## config.mk

```make
export PLATFORM = sky130hd
export DESIGN_NAME = register_file
export DESIGN_NICKNAME = d
export VERILOG_FILES = /design/src/isa_pkg.sv /design/src/register_file.sv
export VERILOG_INCLUDE_DIRS = /design/src
export SDC_FILE = /design/constraint.sdc
export NUM_CORES = 1
export LEC_CHECK = 0
export BUFFER_PORTS_ARGS = -buffer_cell sky130_fd_sc_hd__buf_2
export CAP_MARGIN = 15
export CELL_PAD_IN_SITES_DETAIL_PLACEMENT = 1
export CELL_PAD_IN_SITES_GLOBAL_PLACEMENT = 2
export CORE_ASPECT_RATIO = 1.5
export CORE_MARGIN = 3
export CORE_UTILIZATION = 25
export CTS_CLUSTER_DIAMETER = 40
export DETAILED_ROUTE_END_ITERATION = 10
export PLACE_DENSITY_LB_ADDON = 0.08
export SLEW_MARGIN = 10
export SYNTH_ARGS = -nofsm -noshare
export SYNTH_HDL_FRONTEND = slang
export SYNTH_SLANG_ARGS = --single-unit
```

## constraint.sdc

```tcl
create_clock -name clk -period 2.64 [get_ports clk]
set_input_delay 0.396 -clock clk [delete_from_list [all_inputs] [get_ports clk]]
set_output_delay 0.396 -clock clk [all_outputs]
set_load 0.1 [all_outputs]
```

## src/cpu_defines.svh

```systemverilog
`ifndef CPU_DEFINES_SVH
`define CPU_DEFINES_SVH

`define WORD_SIZE       16
`define REG_ADDR_SIZE   2
`define NUM_REGS        4
`define DMEM_DEPTH      256

// Instruction fields
`define OPCODE_MSB      15
`define OPCODE_LSB      12
`define RS_MSB          11
`define RS_LSB          10
`define RT_MSB          9
`define RT_LSB          8
`define RD_MSB          7
`define RD_LSB          6
`define FUNC_MSB        5
`define FUNC_LSB        0
`define IMM_MSB         7
`define IMM_LSB         0
`define TARGET_MSB      11
`define TARGET_LSB      0

`define JAL_LINK_REG    2       // Link register for JAL

`endif

```

## src/isa_pkg.sv

```systemverilog
`include "cpu_defines.svh"

package isa_pkg;

    typedef logic [`WORD_SIZE-1:0]           word_t;
    typedef logic [`REG_ADDR_SIZE-1:0]       reg_addr_t;
    typedef logic [`IMM_MSB-`IMM_LSB:0]      imm_t;

    typedef enum logic [3:0] {
        OP_BNE   = 4'd0,
        OP_BEQ   = 4'd1,
        OP_BGZ   = 4'd2,
        OP_BLZ   = 4'd3,
        OP_ADI   = 4'd4,
        OP_ORI   = 4'd5,
        OP_LHI   = 4'd6,
        OP_LWD   = 4'd7,
        OP_SWD   = 4'd8,
        OP_JMP   = 4'd9,
        OP_JAL   = 4'd10,
        OP_RTYPE = 4'd15
    } opcode_e;

    typedef enum logic [5:0] {
        FN_ADD = 6'd0,
        FN_SUB = 6'd1,
        FN_AND = 6'd2,
        FN_ORR = 6'd3,
        FN_NOT = 6'd4,
        FN_TCP = 6'd5,
        FN_SHL = 6'd6,
        FN_SHR = 6'd7,
        FN_WWD = 6'd28,
        FN_HLT = 6'd29
    } func_e;

    typedef enum logic [3:0] {
        ALU_ADD, ALU_SUB, ALU_AND, ALU_OR, ALU_NOT,
        ALU_TCP, ALU_SHL, ALU_SHR,
        ALU_LHI     // b into the upper byte
    } alu_op_e;

endpackage

```

## src/register_file.sv

```systemverilog
`timescale 1ns/1ns
`include "cpu_defines.svh"

module register_file (
    input  logic               clk,
    input  logic               reset_n,
    input  isa_pkg::reg_addr_t read_addr_a,
    input  isa_pkg::reg_addr_t read_addr_b,
    input  isa_pkg::reg_addr_t write_addr,
    input  isa_pkg::word_t     write_data,
    input  logic               write_en,
    output isa_pkg::word_t     read_data_a,
    output isa_pkg::word_t     read_data_b
);

    isa_pkg::word_t regs [`NUM_REGS];

    always_ff @(posedge clk) begin
        if (reset_n) begin
            for (int i = 0; i < `NUM_REGS; i++) begin
                regs[i] <= '0;
            end
        end else if (write_en) begin
            regs[write_addr] <= write_data;
        end
    end

    // Write-through lets ID see the value retiring in WB
    assign read_data_a = (write_en && write_addr == read_addr_a) ? write_data : regs[read_addr_a];
    assign read_data_b = (write_en && write_addr == read_addr_b) ? write_data : regs[read_addr_b];

endmodule

```

======== Yosys cells after proc, flatten, opt, wreduce, memory -nomap -nowiden ========
Memories as Yosys holds them, arrays and structs flattened.
Index checks and enable logic that the tools add are counted.
cells by class
  mux-type cells .......................... 10
  shift-type cells ........................ 0
  reductions and logical operators ........ 3
  divide/modulo/power cells ............... 0
  bitwise operators ....................... 0
  multiply operators ...................... 0
  eq/ne operators ......................... 2
  $add $sub $neg .......................... 0
  order comparisons ....................... 0
operators by type and width
  kind                 number
  $mux W16             3
  $reduce_or A16 Y1    1
  $mux W1              6
  $eq A2 B2 Y1         2
  $logic_and A1 B1 Y1  2
  $mux W2              1
word-level totals
  bits in registers ....................... 0
  memory bits (writable) .................. 64
  memories ................................ 1
  latch bits .............................. 0
  memory bits (read-only) ................. 0
  output and inout port bits .............. 32
memories
  name  depth  bits a word  read ports  clocked after memory_dff  write ports  line                 RTL
  regs  4      16           2           0                         4            register_file.sv:16  isa_pkg::word_t regs [`NUM_REGS];

======== Logic depth before layout (Yosys ltp) ========
Gate-level depths: netlist of the first run.
  depth in word-level cells ............... 5
  mapped depth ............................ 5
  gate-level depth less buffers ........... 3

======== Worst setup path after synthesis of the first run ========
OpenSTA, ideal clock, no wires.
  path kind ............................... input port to output port
  start ................................... in read_addr_b[1]
  end ..................................... out read_data_b[5]
  cell stages on the path ................. 4
  setup slack ............................. 554 ps
  data arrival time ....................... 1690 ps
  cells stage by stage .................... buf_2 > buf_1 > mux4_2 > mux2_2
on the way
  cells in the longest elaborated chain, start to end .. 3
  elaborated cells between the ends (all ways) .. 4
ends and longest elaborated chain
  element                                                 line                 RTL
  start: declaration                                      register_file.sv:8   input isa_pkg::reg_addr_t read_addr_b,
  branches (longest 2 deep; another with $mem_v2 Z4 W16)  --
  $mux W16 *                                              register_file.sv:30  assign read_data_b = (write_en && write_addr == read_addr_b) ? write_data : regs[read_addr_b];
  end: declaration                                        register_file.sv:13  output isa_pkg::word_t read_data_b
Mark *: on every way between the ends.

======== Worst setup path in the final report of the first run ========
  start ................................... in read_addr_a[0]
  end ..................................... out read_data_a[6]
on the way
  cells in the longest elaborated chain, start to end .. 3
  elaborated cells between the ends (all ways) .. 4
ends and longest elaborated chain
  element                                                 line                 RTL
  start: declaration                                      register_file.sv:7   input isa_pkg::reg_addr_t read_addr_a,
  branches (longest 2 deep; another with $mem_v2 Z4 W16)  --
  $mux W16 *                                              register_file.sv:29  assign read_data_a = (write_en && write_addr == read_addr_a) ? write_data : regs[read_addr_a];
  end: declaration                                        register_file.sv:12  output isa_pkg::word_t read_data_a,
Marks and branches as above.

==> metrics.cfg, run 1 <==
[pwr]
clkPwrFrac_pct=34.1
p_leak_nw=1.93
p_switching_w=0.00122
intPower_w=0.00240
ir_worst_vdd_mv=0.264
p_seq_share_pct=34.0
p_per_area_nw_per_um2=736
pwr-share-comb_pct=31.9
switching_share_pct=33.6

[place]
postPlaceCellArea_um2=4620
portBuffers=56
hpwl_um=6590
globalplace.congestion=0.681

[logic_synthesis]
synth_fa_ha_area_share_pct=0
synth_compound_area_share_pct=0.230
syn-instance-count=221
yosys.area_share.simple_pct=12.8
synth_cell_types=19
synth_seq_cells=64
syn_nets=246
synth_top_family_by_area=multiplexers
synth_area_um2=3810
synth.yosys.seq_area_share_pct=50.4
yosys_warnings=0
avgSynthCellArea_um2=17.3
muxShareOfSynthArea_pct=32.6
synth_xor_area_share_pct=0.919

[sta]
setup_violations=0
rsz0062_at_grt=false
finalCriticalPeriod_ns=2.28
hold_viol_final=0
tightest_slew_ns=0.608
slew_headroom_pct=59.5
setup_tns_ns=0
timing.fmax_ghz=0.439
fin_crit_sh_pct=86.3
slew_viol_final=0

[hold_path]
hp-class=in2reg
min_from=write_data[1]
min_to=regs[2][1]
hold-path-cell-count=2

[layout]
final.fill_count=1568
nets=311
top_regs=regs x64
top_register=regs
syn2layout_area_growth_pct=29.0
antennaDiodeCount=0
final_area_um2=4920
largest_reg_flops=64
drive_gt1_share_pct=43.3

[floorplan]
num_io_pins=57
die_x_um=107
dieArea_um2=16800
core.rowCount=54
die_h_um=157
core_um2=14700
start_util_pct=25.9

[cts]
clockBufferDepth=2
post_cts_resized=0
clock-sinks=64
cts_max_level=3
post-cts-setup-buffer-count=0
cts_buffers=9
cts.clk_slew.worst_paths_ns=0.05
hold_buffers=0
cts_tree=done
clockRootBuffer=clkbuf_16

[worst_setup_path]
crit_top_cell=buf_2
crit_fanout=16
critPathKind=in2out
max_stage_delay_ns=0.58
critPathRequiredTime_ns=2.24
worstSetupStartpoint=read_addr_a[0]
endpoint_kind=primary output
cp_data_arrival_time_ns=1.88
critPathBufInv=3
worst_setup_path_start_kind=primary input
cpMaxStageDelayCell=mux4_1
path_delay_family=multiplexers
path_cells=buf_2 -> buf_12 -> mux4_1 -> mux2_4 -> buf_2

[global_routing]
grt.total_usage_pct=13.2
antenna_found_initial=0
grt_pass1_vias=2549
grt_pass1_wl_um=15800
grt_max_degree=18
grt-ovfl-total=0

[route]
final_antenna_net_count=0
wire_per_inst_um=21.8
wl_um=10600
firstDrtPassIters=4
drc_errors=0
drtIter0Drc=63
vias=2274
detail_route.vias_per_cell=4.67

[outcome]
outcome=completed

[flow_run]
maxCapViolations=0

cell usage in the layout, fill, tap and decap left out, drive strengths merged:
cell type	count
nand3	2
and2	64
buf	68
bufinv	2
nor2b	1
or2	3
nand2b	1
clkbuf	11
nor3	1
nor3b	2
mux2	32
a31o	1
xnor2	4
mux4	32
clkinv	3
edfxtp	64
how the worst max path moves through the flow:
stage | endpoint | slack (ns) | cells after the start
2_1_floorplan | read_data_b[5] | 0.55 | 4
3_3_place_gp | read_data_a[6] | 0.34 | 5
3_5_place_dp | read_data_a[14] | 0.35 | 6
4_1_cts | read_data_a[6] | 0.35 | 5
5_1_grt | read_data_a[7] | 0.29 | 6
6_report | read_data_a[6] | 0.36 | 5
power groups by stage:
stage / combinational [W] / clock [W] / sequential [W]
after floorplan: 0.000841 / 0 / 0.00124
after global placement: 0.00117 / 0 / 0.00125
after detailed placement: 0.00117 / 0 / 0.00125
after CTS: 0.00117 / 0.00126 / 0.00123
after global routing: 0.00120 / 0.00130 / 0.00124
final: 0.00115 / 0.00123 / 0.00123
Yosys cell counts (all sizes together):
master,n,area [um^2]
a31o,1,8.76
and2,64,400
buf,9,98.8
clkbuf,5,18.8
edfxtp,64,1920
mux2,32,420
mux4,32,822
nand2b,1,6.26
nand3,2,20.0
nor2b,1,6.26
nor3,1,10.0
nor3b,2,25.0
or2,3,18.8
xnor2,4,35.0
stage by stage:
| stage | setup WS [ns] | util (%) | instances | power, W | hold WS, ns |
|---|---|---|---|---|---|
| global placement | 0.339 | 31.3 | 471 | 0.00241 | 0.747 |
| floorplan | 0.554 | - | 221 | 0.00208 | 0.594 |
| detailed placement | 0.352 | 31.3 | 471 | 0.00242 | 0.746 |
| global route | 0.295 | 33.4 | 487 | 0.00374 | 0.422 |
| CTS | 0.349 | 33.4 | 487 | 0.00366 | 0.405 |
| finish | 0.362 | 33.4 | 487 | 0.00362 | 0.418 |
cells by family (layout without fill, tap and decap cells):
kind of cell    count (synthesis)  in the layout
compound gates                  1              1
xor+xnor                        4              4
buf+inv                        14             84
flops                          64             64
mux                            64             64
simple gates                   74             74
final cells by class:
type / count / area, um^2 / share of cell area (%)
sequential: 64 / 1920 / 39.1
clock buffer: 11 / 233 / 4.73
multi-input combinational: 143 / 1780 / 36.1
clock inverter: 5 / 71.3 / 1.45
timing repair buffer: 68 / 673 / 13.7
tap: 196 / 245 / 4.98
layer usage:
| layer | GRT usage, % | up-vias | part of all wire, % |
|---|---|---|---|
| li1 | - | 1018 | - |
| met1 | 16.6 | 1191 | 43 |
| met2 | 22.8 | 52 | 52 |
| met3 | 2.30 | 13 | 2.9 |
| met4 | 4.57 | 0 | 1.5 |
| met5 | 0 | - | 0 |
(Power assumes the default switching activity.)
==> inputs of run 2 (changes only) <==
==> constraint.sdc (replaced) <==
create_clock -name clk -period 2.64 [get_ports clk]
set_input_delay 0.792 -clock clk [delete_from_list [all_inputs] [get_ports clk]]
set_output_delay 0.792 -clock clk [all_outputs]
set_load 0.1 [all_outputs]
==> run 2 against run 1 <==
The run now ends with setup timing left. Sequential cell count did not move. Hold slack improved by 0.39 ns. Cell count rose by 1.8%. Total power rose by 3.6%. Combinational power rose by 18%. Setup slack got worse by 0.56 ns. Routed wire length barely moved. Final area rose by 8.0%. Via count fell by 0.97%. Critical endpoint is now read_data_b[4].
==> metrics.cfg, run 2 (synthesis results as in run 1) <==
[worst_setup_path]
endpoint_kind=primary output
crit_top_cell=buf_12
max_stage_delay_ns=0.54  ; -0.04 ns
cp_data_arrival_time_ns=2.05  ; +0.17 ns
cpMaxStageDelayCell=mux4_2
worst_setup_path_start_kind=primary input
crit_fanout=5  ; -11
critPathKind=in2out
critPathRequiredTime_ns=1.85  ; -0.39 ns
path_cells=buf_12 -> buf_16 -> mux4_2 -> mux2_4 -> buf_12

[pwr]
intPower_w=0.00249  ; +3.7%
p_switching_w=0.00126  ; +3.4%
p_leak_nw=2.07  ; +7.4%
ir_worst_vdd_mv=0.275  ; +4.1%
p_per_area_nw_per_um2=706  ; -4.1%
pwr-share-comb_pct=36.3  ; +4.4 points
p_seq_share_pct=33.0  ; -1.0 points
switching_share_pct=33.5  ; -0.061 points
clkPwrFrac_pct=30.7  ; -3.4 points

[cts]
clock-sinks=64  ; unchanged
cts_tree=done
hold_buffers=0  ; unchanged
cts.clk_slew.worst_paths_ns=0.05  ; about the same
cts_max_level=3  ; unchanged
post-cts-setup-buffer-count=0  ; unchanged
clockRootBuffer=clkbuf_16
cts_buffers=9  ; unchanged
clockBufferDepth=2  ; unchanged

[sta]
slew_viol_final=0  ; unchanged
tightest_slew_ns=0.585  ; -0.0232 ns
setup_violations=32  ; +32
fin_ws_ns=-0.200  ; -0.561 ns
timing.fmax_ghz=0.352  ; -20%
hold_viol_final=0  ; unchanged
finalCriticalPeriod_ns=2.84  ; +0.561 ns
rsz0062_at_grt=true
fin_crit_sh_pct=108  ; +21 points
slew_headroom_pct=61.0  ; +1.5 points

[route]
detail_route.vias_per_cell=4.54  ; -2.8%
wire_per_inst_um=21.3  ; -1.9%
vias=2252  ; -0.97%
final_antenna_net_count=0  ; unchanged
firstDrtPassIters=4  ; unchanged
drtIter0Drc=85  ; +35%
wl_um=10600  ; about the same
drc_errors=0  ; unchanged

[floorplan]
core_um2=14700  ; unchanged
num_io_pins=57  ; unchanged
dieArea_um2=16800  ; unchanged
die_x_um=107  ; unchanged
start_util_pct=25.9  ; unchanged
core.rowCount=54  ; unchanged
die_h_um=157  ; unchanged

[layout]
antennaDiodeCount=0  ; unchanged
largest_reg_flops=64  ; unchanged
top_regs=regs x64
multi_input_area_um2=1750  ; -1.4%
syn2layout_area_growth_pct=39.4
fin_cells=496  ; +1.8%
layout_common_cells=and2_1, edfxtp_1, buf_12
drive_gt1_share_pct=54.0  ; +11 points
final_area_um2=5310  ; +8.0%
nets=320  ; +2.9%
final.fill_count=1524  ; -2.8%
top_register=regs
regArea_um2=1920  ; unchanged

[hold_path]
min_to=regs[2][8]
hold-path-cell-count=2  ; unchanged
min_from=write_data[8]
hp-class=in2reg

[place]
placed_cells=478  ; +1.5%
portBuffers=56  ; unchanged
globalplace.congestion=0.690  ; +1.3%
postPlaceCellArea_um2=4600  ; -0.35%
hpwl_um=6700  ; +1.7%

[global_routing]
antenna_found_initial=0  ; unchanged
grt_pass1_vias=2598  ; +1.9%
grt-ovfl-total=0  ; unchanged
grt.total_usage_pct=13.4  ; +0.17 points
grt_pass1_wl_um=15900  ; +0.91%
grt_max_degree=17  ; -1

[outcome]
outcome=complete, but fails checks
violations=setup timing

[flow_run]
maxCapViolations=0  ; unchanged

## run 2: changes by cell type in the layout (fill, tap and decap cells not counted), sizes merged
| cell | delta |
|---|---|
| buf | +9 |
| bufinv | -1 |
| clkbuf | +2 |
| clkinv | -2 |
| clkinvlp | +1 |
## run 2: worst max-delay path by stage
stage	startpoint	slack, ns	cells past startpoint	end
2_1_floorplan	read_addr_a[0]	-0.07	4	read_data_a[10]
3_3_place_gp	read_addr_b[0]	-0.41	5	read_data_b[4]
3_5_place_dp	read_addr_a[0]	-0.39	5	read_data_a[5]
4_1_cts	read_addr_a[0]	-0.20	5	read_data_a[4]
5_1_grt	read_addr_a[0]	-0.21	5	read_data_a[4]
6_report	read_addr_b[0]	-0.20	5	read_data_b[4]
## run 2: final cells by class
| class | instances | area share (%) |
|---|---|---|
| flip-flops and latches | 64 | 36.2 |
| multi-input cells | 143 | 32.9 |
| repair buffers | 77 | 21.0 |
| well taps | 196 | 4.62 |
| clock buffers | 13 | 4.52 |
| clock inverters | 3 | 0.801 |
## run 2: what timing repair did
action                                  4_1_cts  5_1_grt
gates cloned                                  2        0
pin swaps                                     1        1
endpoints found under the setup margin       32       32
hold endpoints to repair                      0        0
resized for setup                           115        3
## run 2: power by group through the flow
stage	Clock (W)	Combinational (W)	Sequential, W
floorplan	0	0.000859	0.00124
global placement	0	0.00115	0.00125
detailed placement	0	0.00115	0.00126
CTS	0.00118	0.00137	0.00124
global route	0.00122	0.00141	0.00125
finish	0.00115	0.00136	0.00124
## run 2: through the flow
stage | total power, W | TNS [ns] | hold WS (ns) | util (%) | worst slack (ns)
finish | 0.00375 | -5.16 | 0.813 | 36.1 | -0.200
global route | 0.00388 | -6.01 | 0.812 | 36.1 | -0.212
CTS | 0.00379 | -5.25 | 0.798 | 36.0 | -0.197
detailed placement | 0.00241 | -11.47 | 1.14 | 31.2 | -0.390
global placement | 0.00240 | -11.67 | 1.14 | 31.2 | -0.407
floorplan | 0.00210 | -2.01 | 0.990 | - | -0.0685
## run 2: routing by layer
metal,wire [um],vias to the layer above,global-route usage (%),part of all wire (%)
met5,0,-,0,0
met4,191,0,4.94,1.8
met1,4390,1172,16.0,41
met2,5640,52,23.5,53
met3,364,12,2.91,3.4
li1,-,1016,-,-
## run 2: worst max-delay path, delay by kind of cell
family,cells,cell delay (ns)
multiplexers,2,0.84
buffers and inverters,3,0.41
==> inputs of run 3 (changes only) <==
==> constraint.sdc (replaced) <==
create_clock -name clk -period 2.64 [get_ports clk]
set_input_delay 0.132 -clock clk [delete_from_list [all_inputs] [get_ports clk]]
set_output_delay 0.132 -clock clk [all_outputs]
set_load 0.1 [all_outputs]
==> run 3 against run 2 <==
The flow now finishes without violations. Setup slack improved by 0.80 ns. Clock power is essentially flat. First-iteration DRC count unchanged. Sequential cell count did not move. Critical path depth up 1. Largest cell class unchanged.
==> metrics.cfg, run 3 (synthesis results as in run 1) <==
[outcome]
outcome=completed

[floorplan]
die_h_um=157  ; unchanged
start_util_pct=25.9  ; unchanged
dieArea_um2=16800  ; unchanged
num_io_pins=57  ; unchanged
core.rowCount=54  ; unchanged
core_um2=14700  ; unchanged
die_x_um=107  ; unchanged

[worst_setup_path]
path_cells=buf_2 -> xnor2_1 -> nand3_2 -> buf_4 -> mux2_2 -> buf_2
cp_data_arrival_time_ns=1.90  ; -0.15 ns
crit_top_cell=buf_2
crit_fanout=10  ; +5
critPathRequiredTime_ns=2.51  ; +0.66 ns
critPathBufInv=3  ; unchanged
critPathKind=in2out
max_stage_delay_ns=0.42  ; -0.12 ns
endpoint_kind=primary output
worst_setup_path_start_kind=primary input
path_delay_family=buffers and inverters
cpMaxStageDelayCell=nand3_2

[place]
portBuffers=56  ; unchanged
hpwl_um=6770  ; +1.0%
globalplace.congestion=0.674  ; -2.3%
postPlaceCellArea_um2=4320  ; -6.1%

[layout]
layout_common_cells=and2_1, edfxtp_1, buf_2
nets=310  ; -3.1%
top_register=regs
top_regs=regs x64
final_area_um2=4590  ; -14%
antennaDiodeCount=0  ; unchanged
drive_gt1_share_pct=43.6  ; -10 points
largest_reg_flops=64  ; unchanged
syn2layout_area_growth_pct=20.5

[cts]
cts_tree=done
clockRootBuffer=clkbuf_16
cts.clk_slew.worst_paths_ns=0.06  ; about the same
cts_max_level=3  ; unchanged
cts_buffers=9  ; unchanged
clock-sinks=64  ; unchanged
post_cts_resized=0  ; -100%
post-cts-setup-buffer-count=0  ; unchanged
hold_buffers=0  ; unchanged
clockBufferDepth=2  ; unchanged

[sta]
hold_viol_final=0  ; unchanged
slew_viol_final=0  ; unchanged
rsz0062_at_grt=false
tightest_slew_ns=0.590  ; +0.00554 ns
timing.fmax_ghz=0.491  ; +39%
finalCriticalPeriod_ns=2.04  ; -0.804 ns
setup_violations=0  ; -100%
slew_headroom_pct=60.7  ; -0.37 points
fin_crit_sh_pct=77.1  ; -30 points
setup_tns_ns=0  ; +5.16 ns

[route]
final_antenna_net_count=0  ; unchanged
detail_route.vias_per_cell=4.59  ; +1.1%
drtIter0Drc=85  ; unchanged
drc_errors=0  ; unchanged
firstDrtPassIters=6  ; +2
wl_um=10500  ; -0.37%
wire_per_inst_um=21.7  ; +1.9%
vias=2227  ; -1.1%

[pwr]
intPower_w=0.00217  ; -13%
pwr-share-comb_pct=29.7  ; -6.6 points
clkPwrFrac_pct=33.7  ; +3.0 points
p_switching_w=0.00120  ; -4.7%
p_leak_nw=1.81  ; -13%
switching_share_pct=35.6  ; +2.0 points
ir_worst_vdd_mv=0.303  ; +10%
p_per_area_nw_per_um2=734  ; +3.9%
p_seq_share_pct=36.6  ; +3.6 points

[global_routing]
grt_max_degree=17  ; unchanged
antenna_found_initial=0  ; unchanged
grt_pass1_vias=2513  ; -3.3%
grt_pass1_wl_um=15800  ; -0.69%
grt-ovfl-total=0  ; unchanged
grt.total_usage_pct=13.2  ; -0.18 points

[hold_path]
hp-class=in2reg

[flow_run]
maxCapViolations=0  ; unchanged

## run 3: cell count changes in the layout (fill, tap and decap cells not counted), sizes merged
| cell | before | now |
|---|---|---|
| buf | 77 | 67 |
| clkbuf | 13 | 9 |
| clkinv | 1 | 5 |
| clkinvlp | 1 | 0 |
## run 3: metrics by stage
stage	hold WS [ns]	setup WS (ns)	total power [W]	util (%)	instances
3_5_place_dp	0.488	0.573	0.00227	29.3	470
5_1_grt	0.168	0.478	0.00347	31.2	485
3_3_place_gp	0.479	0.557	0.00227	29.3	470
2_1_floorplan	0.330	1.08	0.00208	-	221
4_1_cts	0.139	0.568	0.00341	31.2	485
6_report	0.150	0.604	0.00337	31.2	485
## run 3: power by group through the flow
stage	clock [W]	sequential, W	combinational (W)
4_1_cts	0.00116	0.00124	0.00101
6_report	0.00114	0.00123	0.00100
2_1_floorplan	0	0.00124	0.000841
3_3_place_gp	0	0.00125	0.00102
3_5_place_dp	0	0.00126	0.00101
5_1_grt	0.00118	0.00124	0.00104
## run 3: final timing paths
check / startpoint / end / slack, ns / cells past startpoint
setup / recovery: read_addr_b[0] / read_data_b[5] / 0.60 / 6
hold / removal: write_data[15] / regs[0][15] / 0.15 / 2
## run 3: final cells by class
cell class              instances  area [um^2]
fillers                      1600        10100
multi-input cells             143         1780
repair buffers                 67          375
clock buffers                   9          225
well taps                     196          245
flip-flops and latches         64         1920
clock inverters                 6         51.3
## run 3: layer usage
metal | vias to the layer above | track usage (%) | part of all wire, %
met4 | 0 | 5.55 | 1.5
met2 | 55 | 24.0 | 54
met3 | 11 | 1.72 | 3.6
li1 | 1015 | - | -
met5 | - | 0 | 0
met1 | 1146 | 15.5 | 41
